`config.mk`:
```
export PLATFORM = sky130hd
export DESIGN_NAME = control_unit
export DESIGN_NICKNAME = d
export VERILOG_FILES = /design/src/verilog/arm_isa_pkg.sv /design/src/verilog/control_pkg.sv /design/src/verilog/control_unit.sv /design/src/verilog/pipeline_sequencer.sv /design/src/verilog/instruction_decoder.sv
export SDC_FILE = /design/constraint.sdc
export NUM_CORES = 1
export LEC_CHECK = 0
export BUFFER_PORTS_ARGS = -buffer_cell sky130_fd_sc_hd__buf_2
export CORE_MARGIN = 2
export CORE_UTILIZATION = 58
export DETAILED_ROUTE_END_ITERATION = 7
export GPL_TIMING_DRIVEN = 0
export PLACE_DENSITY = 0.85
export SLEW_MARGIN = 5
export SYNTH_ARGS = -nofsm -noshare
export SYNTH_HDL_FRONTEND = slang
export SYNTH_SLANG_ARGS = --single-unit
```
`constraint.sdc`:
```
create_clock -name clk -period 4.1 [get_ports clk]
set_input_delay 0.615 -clock clk [delete_from_list [all_inputs] [get_ports clk]]
set_output_delay 0.615 -clock clk [all_outputs]
set_load 0.02 [all_outputs]
```
`src/verilog/arm_isa_pkg.sv`:
```
package arm_isa_pkg;

    // --------------------------------------------------
    // basic widths
    // --------------------------------------------------
    typedef logic [31:0] word_t;        // data or instruction word
    typedef logic [3:0]  reg_idx_t;     // register number r0..r15
    typedef logic [3:0]  cpsr_flags_t;  // {n, z, c, v}
    typedef logic [4:0]  shift_amt_t;   // immediate shift amount

    // bit positions inside cpsr_flags_t
    localparam int FLAG_N = 3;
    localparam int FLAG_Z = 2;
    localparam int FLAG_C = 1;
    localparam int FLAG_V = 0;

    localparam reg_idx_t REG_R0 = 4'd0;
    localparam reg_idx_t REG_PC = 4'd15;

    // instruction class in bits 27:25
    localparam logic [2:0] CLASS_DP_REG = 3'b000;  // data processing with shifted register
    localparam logic [2:0] CLASS_DP_IMM = 3'b001;  // data processing with rotated immediate
    localparam logic [2:0] CLASS_LS_IMM = 3'b010;  // load/store with 12-bit offset

    // --------------------------------------------------
    // data processing opcodes
    // --------------------------------------------------
    typedef enum logic [3:0] {
        ALU_AND = 4'b0000,
        ALU_EOR = 4'b0001,
        ALU_SUB = 4'b0010,
        ALU_RSB = 4'b0011,
        ALU_ADD = 4'b0100,
        ALU_ADC = 4'b0101,
        ALU_SBC = 4'b0110,
        ALU_RSC = 4'b0111,
        ALU_TST = 4'b1000,  // compare-type from here
        ALU_TEQ = 4'b1001,
        ALU_CMP = 4'b1010,
        ALU_CMN = 4'b1011,
        ALU_ORR = 4'b1100,
        ALU_MOV = 4'b1101,
        ALU_BIC = 4'b1110,
        ALU_MVN = 4'b1111
    } alu_op_t;

    typedef enum logic [2:0] {
        SHIFT_LSL = 3'b000,
        SHIFT_LSR = 3'b001,
        SHIFT_ASR = 3'b010,
        SHIFT_ROR = 3'b011,
        SHIFT_RRX = 3'b100   // rotate through carry by one
    } shift_op_t;

    // condition field in bits 31:28
    typedef enum logic [3:0] {
        COND_EQ = 4'b0000,
        COND_NE = 4'b0001,
        COND_CS = 4'b0010,
        COND_CC = 4'b0011,
        COND_MI = 4'b0100,
        COND_PL = 4'b0101,
        COND_VS = 4'b0110,
        COND_VC = 4'b0111,
        COND_HI = 4'b1000,
        COND_LS = 4'b1001,
        COND_GE = 4'b1010,
        COND_LT = 4'b1011,
        COND_GT = 4'b1100,
        COND_LE = 4'b1101,
        COND_AL = 4'b1110
    } cond_t;

    localparam word_t NOP_INSTRUCTION = 32'hE1A0_0000;  // mov r0, r0 (al)

endpackage
```
`src/verilog/control_pkg.sv`:
```
package control_pkg;
    import arm_isa_pkg::*;

    // --------------------------------------------------
    // sequencer states
    // --------------------------------------------------
    typedef enum logic [2:0] {
        RESET_1       = 3'b000,
        RESET_2       = 3'b001,
        FETCH         = 3'b010,
        DECODE        = 3'b011,
        EXECUTE       = 3'b100,
        EXECUTE_STORE = 3'b101,  // first memory cycle for ldr and str
        EXECUTE_LOAD  = 3'b110   // ldr only
    } seq_state_t;

    // source of the address register
    typedef enum logic [1:0] {
        ADDR_ALU = 2'b00,
        ADDR_PC  = 2'b01,
        ADDR_INC = 2'b10
    } addr_sel_t;

    // --------------------------------------------------
    // decoder output
    // --------------------------------------------------
    typedef struct packed {
        logic       is_load_store;
        logic       is_store;
        reg_idx_t   read_a_sel;
        reg_idx_t   read_b_sel;
        reg_idx_t   write_sel;
        shift_op_t  shift_op;
        shift_amt_t shift_amount;
        alu_op_t    alu_op;
        word_t      immediate;
        logic       imm_en;
        logic       reg_write_en;
        logic       cpsr_write_en;
    } decoded_ctrl_t;

    // --------------------------------------------------
    // registered datapath controls
    // --------------------------------------------------
    typedef struct packed {
        logic       mem_write_en;
        reg_idx_t   read_a_sel;
        reg_idx_t   read_b_sel;
        logic       read_b_en;       // register file drives the b bus
        reg_idx_t   write_sel;
        logic       reg_write_en;
        logic       pc_write_en;
        logic       cpsr_write_en;
        addr_sel_t  addr_sel;
        logic       update_address;
        shift_op_t  shift_op;
        shift_amt_t shift_amount;
        alu_op_t    alu_op;
        word_t      immediate;
        logic       imm_en;          // immediate drives the b bus
        logic       mem_data_en;     // memory read data drives the b bus
    } datapath_ctrl_t;

endpackage

```
`src/verilog/control_unit.sv`:
```
`timescale 1ns/1ps

module control_unit
    import arm_isa_pkg::*;
    import control_pkg::*;
(
    input  logic           clk,
    input  logic           reset,
    input  word_t          instruction,
    input  cpsr_flags_t    flags,
    output datapath_ctrl_t ctrl,
    output logic           control_reset
);

    word_t         fetched_instr;
    decoded_ctrl_t decoded;
    logic          fetch_strobe;

    // fetch register
    always_ff @(posedge clk)
    begin
        if (reset)
        begin
            fetched_instr <= NOP_INSTRUCTION;
        end
        else if (fetch_strobe)
        begin
            fetched_instr <= instruction;  // word valid during FETCH
        end
    end

    instruction_decoder instruction_decoder_i (
        .instr   (fetched_instr),
        .flags   (flags),
        .decoded (decoded)
    );

    pipeline_sequencer pipeline_sequencer_i (
        .clk           (clk),
        .reset         (reset),
        .decoded       (decoded),
        .ctrl          (ctrl),
        .control_reset (control_reset),
        .fetch_strobe  (fetch_strobe)
    );

endmodule

```
`src/verilog/pipeline_sequencer.sv`:
```
`timescale 1ns/1ps

module pipeline_sequencer
    import arm_isa_pkg::*;
    import control_pkg::*;
(
    input  logic           clk,
    input  logic           reset,
    input  decoded_ctrl_t  decoded,
    output datapath_ctrl_t ctrl,
    output logic           control_reset,
    output logic           fetch_strobe
);

    // controls held during reset
    localparam datapath_ctrl_t CTRL_IDLE = '{
        mem_write_en:   1'b0,
        read_a_sel:     REG_R0,
        read_b_sel:     REG_R0,
        read_b_en:      1'b1,
        write_sel:      REG_R0,
        reg_write_en:   1'b0,
        pc_write_en:    1'b0,
        cpsr_write_en:  1'b0,
        addr_sel:       ADDR_PC,
        update_address: 1'b0,
        shift_op:       SHIFT_LSL,
        shift_amount:   5'd0,
        alu_op:         ALU_MOV,
        immediate:      32'd0,
        imm_en:         1'b0,
        mem_data_en:    1'b0
    };

    seq_state_t state;
    seq_state_t state_next;
    logic       ex_is_store;  // execute-stage copy of is_store

    // --------------------------------------------------
    // state machine
    // --------------------------------------------------
    always_ff @(posedge clk)
    begin
        if (reset)
        begin
            state <= RESET_1;
        end
        else
        begin
            state <= state_next;
        end
    end

    always_comb
    begin
        case (state)
            RESET_1:       state_next = RESET_2;
            RESET_2:       state_next = FETCH;
            FETCH:         state_next = DECODE;
            DECODE:        state_next = decoded.is_load_store ? EXECUTE_STORE : EXECUTE;
            EXECUTE_STORE: state_next = ex_is_store ? EXECUTE : EXECUTE_LOAD;
            EXECUTE_LOAD:  state_next = EXECUTE;
            EXECUTE:       state_next = FETCH;
            default:       state_next = RESET_1;
        endcase
    end

    // --------------------------------------------------
    // registered control outputs
    // --------------------------------------------------
    always_ff @(posedge clk)
    begin
        if (reset || state == RESET_1)
        begin
            ctrl          <= CTRL_IDLE;
            control_reset <= 1'b1;   // hold the datapath in reset
            fetch_strobe  <= 1'b0;
            ex_is_store   <= 1'b0;
        end
        else
        begin
            fetch_strobe <= (state_next == FETCH);  // instruction word valid in FETCH

            case (state)
                RESET_2:
                begin
                    control_reset       <= 1'b0;
                    ctrl.pc_write_en    <= 1'b1;
                    ctrl.update_address <= 1'b1;
                    ctrl.addr_sel       <= ADDR_INC;
                end

                FETCH:
                begin
                    // end of the pc increment
                    ctrl.pc_write_en    <= 1'b0;
                    ctrl.update_address <= 1'b0;
                    ctrl.addr_sel       <= ADDR_PC;
                end

                DECODE:
                begin
                    ctrl.read_a_sel    <= decoded.read_a_sel;
                    ctrl.read_b_sel    <= decoded.read_b_sel;
                    ctrl.read_b_en     <= !decoded.imm_en;  // b bus has one driver
                    ctrl.write_sel     <= decoded.write_sel;
                    ctrl.reg_write_en  <= decoded.reg_write_en;
                    ctrl.cpsr_write_en <= decoded.cpsr_write_en;
                    ctrl.shift_op      <= decoded.shift_op;
                    ctrl.shift_amount  <= decoded.shift_amount;
                    ctrl.alu_op        <= decoded.alu_op;
                    ctrl.immediate     <= decoded.immediate;
                    ctrl.imm_en        <= decoded.imm_en;
                    ex_is_store        <= decoded.is_store;
                end

                EXECUTE_STORE:
                begin
                    // base plus offset stays on the alu
                    ctrl.mem_write_en   <= ex_is_store;
                    ctrl.addr_sel       <= ADDR_ALU;
                    ctrl.update_address <= 1'b1;
                end

                EXECUTE_LOAD:
                begin
                    ctrl.update_address <= 1'b0;           // hold the load address
                    ctrl.write_sel      <= ctrl.read_b_sel; // rd
                    ctrl.reg_write_en   <= 1'b1;
                    ctrl.read_b_en      <= 1'b0;
                    ctrl.imm_en         <= 1'b0;
                    ctrl.mem_data_en    <= 1'b1;
                    ctrl.alu_op         <= ALU_MOV;        // pass read data through
                    ctrl.shift_op       <= SHIFT_LSL;
                    ctrl.shift_amount   <= 5'd0;
                end

                EXECUTE:
                begin
                    ctrl.mem_write_en   <= 1'b0;
                    ctrl.reg_write_en   <= 1'b0;
                    ctrl.cpsr_write_en  <= 1'b0;
                    ctrl.mem_data_en    <= 1'b0;
                    ctrl.imm_en         <= 1'b0;
                    ctrl.read_b_en      <= 1'b1;
                    // pc increment marks the end of the instruction
                    ctrl.pc_write_en    <= 1'b1;
                    ctrl.update_address <= 1'b1;
                    ctrl.addr_sel       <= ADDR_INC;
                end

                default:
                begin
                    ctrl <= CTRL_IDLE;
                end
            endcase
        end
    end

endmodule

```
`src/verilog/instruction_decoder.sv`:
```
`timescale 1ns/1ps

module instruction_decoder
    import arm_isa_pkg::*;
    import control_pkg::*;
(
    input  word_t         instr,
    input  cpsr_flags_t   flags,
    output decoded_ctrl_t decoded
);

    // all enables low and no memory access
    localparam decoded_ctrl_t DECODED_NOP = '{
        is_load_store: 1'b0,
        is_store:      1'b0,
        read_a_sel:    REG_R0,
        read_b_sel:    REG_R0,
        write_sel:     REG_R0,
        shift_op:      SHIFT_LSL,
        shift_amount:  5'd0,
        alu_op:        ALU_MOV,
        immediate:     32'd0,
        imm_en:        1'b0,
        reg_write_en:  1'b0,
        cpsr_write_en: 1'b0
    };

    cond_t       cond;
    logic [2:0]  op_class;
    alu_op_t     opcode;
    logic        s_bit;
    reg_idx_t    rn;
    reg_idx_t    rd;
    reg_idx_t    rm;
    logic [3:0]  rotate;
    logic [7:0]  imm8;
    logic [63:0] imm_rot;
    shift_op_t   reg_shift_op;
    shift_amt_t  reg_shift_amt;
    logic        is_compare;
    logic        dp_valid;
    logic        executes;

    function automatic logic cond_passed(input cond_t cond_in, input cpsr_flags_t f);
        logic n;
        logic z;
        logic c;
        logic v;
        logic pass;
        n = f[FLAG_N];
        z = f[FLAG_Z];
        c = f[FLAG_C];
        v = f[FLAG_V];
        case (cond_in)
            COND_EQ: pass = z;
            COND_NE: pass = !z;
            COND_CS: pass = c;
            COND_CC: pass = !c;
            COND_MI: pass = n;
            COND_PL: pass = !n;
            COND_VS: pass = v;
            COND_VC: pass = !v;
            COND_HI: pass = c && !z;
            COND_LS: pass = !c || z;
            COND_GE: pass = (n == v);
            COND_LT: pass = (n != v);
            COND_GT: pass = !z && (n == v);
            COND_LE: pass = z || (n != v);
            COND_AL: pass = 1'b1;
            default: pass = 1'b0;  // 4'b1111 never runs here
        endcase
        return pass;
    endfunction

    // --------------------------------------------------
    // instruction fields
    // --------------------------------------------------
    assign cond     = cond_t'(instr[31:28]);
    assign op_class = instr[27:25];
    assign opcode   = alu_op_t'(instr[24:21]);
    assign s_bit    = instr[20];
    assign rn       = instr[19:16];
    assign rd       = instr[15:12];
    assign rm       = instr[3:0];
    assign rotate   = instr[11:8];
    assign imm8     = instr[7:0];

    assign executes = cond_passed(cond, flags);

    // rotate right by twice the rotate field
    assign imm_rot = {24'd0, imm8, 24'd0, imm8} >> {rotate, 1'b0};

    assign reg_shift_amt = instr[11:7];
    assign reg_shift_op  = (instr[6:5] == 2'b11 && reg_shift_amt == 5'd0)
                         ? SHIFT_RRX                          // ror #0 encodes rrx
                         : shift_op_t'({1'b0, instr[6:5]});

    assign is_compare = (instr[24:23] == 2'b10);  // tst teq cmp cmn
    // compare-type without s is the misc space (mrs/msr)
    assign dp_valid   = !(is_compare && !s_bit);

    // --------------------------------------------------
    // decode
    // --------------------------------------------------
    always_comb
    begin
        decoded = DECODED_NOP;
        if (executes)
        begin
            case (op_class)
                CLASS_DP_REG, CLASS_DP_IMM:
                begin
                    // bit 4 set means shift by register or multiply
                    if (dp_valid && (op_class == CLASS_DP_IMM || !instr[4]))
                    begin
                        decoded.read_a_sel    = rn;
                        decoded.write_sel     = rd;
                        decoded.alu_op        = opcode;
                        decoded.reg_write_en  = !is_compare && (rd != REG_PC);
                        decoded.cpsr_write_en = s_bit || is_compare;
                        if (op_class == CLASS_DP_IMM)
                        begin
                            decoded.immediate = imm_rot[31:0];
                            decoded.imm_en    = 1'b1;
                        end
                        else
                        begin
                            decoded.read_b_sel   = rm;
                            decoded.shift_op     = reg_shift_op;
                            decoded.shift_amount = reg_shift_amt;
                        end
                    end
                end

                CLASS_LS_IMM:
                begin
                    if (instr[24])  // pre-indexed
                    begin
                        decoded.is_load_store = 1'b1;
                        decoded.is_store      = !instr[20];
                        decoded.read_a_sel    = rn;  // base
                        decoded.read_b_sel    = rd;  // store data or load target
                        decoded.write_sel     = rd;
                        decoded.alu_op        = instr[23] ? ALU_ADD : ALU_SUB;
                        decoded.immediate     = {20'd0, instr[11:0]};
                        decoded.imm_en        = 1'b1;
                    end
                end

                default:
                begin
                    decoded = DECODED_NOP;
                end
            endcase
        end
    end

endmodule

```
==> results.toml <==
[worst_setup_path]
worstReg2RegStart = "pipeline_sequencer_i.state[2]"
cp.arrival_ps = 2560
path_class = "reg -> reg"
worstPathCellList = "buf_2 > nor2b_2 > nand3_1 > a211oi_1 > a21boi_1 > buf_4 > a32o_1"
regToRegSetupSlack_ps = 1840
cp-start-kind = "register"
r2r_cells = 7
critPathMaxFanout = 10
r2r_end = "pipeline_sequencer_i.ctrl[13]"
cpPeakStageDelay_ps = 450
critPathRequiredTime_ps = 4400
crit_path_top_delay_cell = "a211oi_1"
worstSetupEndpointType = "register"

[synth]
synthCells = 515
syn_nets = 553
syn_area_sq_mm = 0.00467
yosysSeqAreaShare = 0.446
ys.flop_type = "dfxtp_1"
synth_area_leader_cell = "dfxtp_1"
synth.distinct_cells = 72
ys_ff_latch = 104
async_reset_ff_frac = 0
synth_area_leaders = "dfxtp_1 45%, mux2i_1 8.1%, a32o_1 5.1%"
synth-edff-count = 0
synth_top_cell_area_share = 0.446
yosys_warnings = 0
avgSynthCellArea_sq_um = 9.07

[detailed_routing]
wl_per_cell_um = 19.0
drc = 0
drt_pass1_iterations = 5
final_antenna_net_count = 0
drtIter0Drc = 441
wl_um = 14000
vias_per_cell = 6.26
vias = 4611

[die]
core_area_sq_mm = 0.00777
fp.dieW_um = 93.7
die_h_um = 93.7
placementRows = 32
dieArea_sq_mm = 0.00878
start_util = 0.601
pin_count = 105

[global_routing]
grt_max_degree = 18
grt_first_pass_wirelength_um = 22000
first_global_vias = 4212
grt_usage = 0.322
grt_antenna_before_repair = 0
grt-ovfl-total = 0

[cells_and_area]
area_growth_syn_to_layout_pct = 18.5
drive_above_1_share = 0.240
fin_nets = 668
layout_common_cells = "113 x buf_2, 104 x dfxtp_1, 56 x nand2_1"
design_area_sq_mm = 0.00553
insertedDiodeCount = 0
layout.cells.most_common = "buf_2"

[sta]
period_needed_ps = 2260
slew_headroom = 0.450
max_clock_freq_ghz = 0.443
tightest_slew_ps = 822
finalCritPeriodShare = 0.550
rsz0062_at_grt = "no"
drv_slew = 0
skew_ps = 17.4
setup_viol = 0
finalSetupTns_ps = 0
hold_viol_final = 0

[clock_network]
cts_inserted_buffers = 9
clkSlewWorstSetupHoldPaths_ps = 100
postCtsHoldBufs = 0
post_cts_buffers = 0
clockBufferDepth = 2
worstSkewPairLatency_ps = 370
cts.repair.resized = 0
cts-root-buf = "clkbuf_8"
cts_max_level = 3
clock_sinks = 104
cts_tree = "yes"

[placement]
dp_hpwl_um = 10500
io_buffers = 104
placed_area_sq_mm = 0.00532
gp_congestion = 0.941

[job]
maxCapViolations = 0

[hold_path]
holdPathEnd = "fetched_instr[23]"
hold_path_depth = 3
hold_path.startpoint = "instruction[23]"
worstHoldPathType = "in -> reg"

[power]
ir_drop_uv = 238
fin_total_pwr_mw = 2.09
power_density_mw_per_mm2 = 378
p_leak_nw = 2.22

[status]
status = "complete, no violations"
[how the worst max path moves through the flow]
stage	start	to
3_3_place_gp	reset	pipeline_sequencer_i.ctrl[61]
2_1_floorplan	flags[2]	pipeline_sequencer_i.ctrl[13]
5_1_grt	pipeline_sequencer_i.state[2]	pipeline_sequencer_i.ctrl[16]
3_5_place_dp	flags[3]	pipeline_sequencer_i.ctrl[9]
6_report	pipeline_sequencer_i.state[2]	pipeline_sequencer_i.ctrl[13]
4_1_cts	pipeline_sequencer_i.state[2]	pipeline_sequencer_i.ctrl[17]
[flip-flops by register name (all words and copies together) (netlist names)]
register / cells
pipeline_sequencer_i.ctrl: 66
fetched_instr: 32
pipeline_sequencer_i.state: 3
pipeline_sequencer_i.control_reset: 1
pipeline_sequencer_i.ex_is_store: 1
pipeline_sequencer_i.fetch_strobe: 1
[kinds of logic (layout without fill, tap and decap cells)]
logic type,after synthesis,count (layout),synth area share
buf+inv,48,167,0.0477
mux,42,42,0.0911
compound gates,153,153,0.240
simple gates,166,166,0.171
xor+xnor,2,2,0.00375
flops,104,104,0.446
[stage by stage]
step	utilization	setup slack [ps]	std cells	hold slack [ps]
6_report	0.712	1840	736	453
4_1_cts	0.712	1900	736	444
5_1_grt	0.712	1720	736	453
3_3_place_gp	0.685	1710	721	431
3_5_place_dp	0.685	1700	721	440
2_1_floorplan	-	2210	515	456
[power breakdown]
group | leakage, nW | switching, mW | internal [mW]
Sequential | 0.842 | 0.0293 | 1.04
Combinational | 1.27 | 0.218 | 0.109
Clock | 0.102 | 0.355 | 0.344
[routing by layer]
metal | GRT usage | routed length (um) | vias to the layer above
met5 | 0 | 0 | -
met4 | 0.123 | 378 | 0
met3 | 0.0522 | 1190 | 38
met2 | 0.495 | 6250 | 257
met1 | 0.455 | 6160 | 2192
li1 | - | - | 2124
[layout make-up]
type | count | area (sq um)
Multi-Input combinational cell | 363 | 2360
Timing Repair Buffer | 104 | 520
Clock inverter | 6 | 92.6
Fill cell | 637 | 2230
Tap cell | 102 | 128
Clock buffer | 9 | 124
Inverter | 8 | 30.0
Buffer | 40 | 193
Sequential cell | 104 | 2080
[synthesized netlist by cell type (9+ instances only)]
library cell / n
clkbuf_1: 22
nand2_1: 56
a32o_1: 24
a22oi_1: 12
o21ai_0: 37
o22ai_1: 15
nand3_1: 12
mux2i_1: 38
nor2b_1: 11
dfxtp_1: 104
nor2_1: 47
buf_2: 9
a21oi_1: 16
[critical path: cells and delay by family (launching register included)]
family          cells  cell delay, ps
simple gates        2             450
buf+inv             2             430
flops               1             310
compound gates      3            1000
No activity file was read; power rests on OpenSTA's default activity.
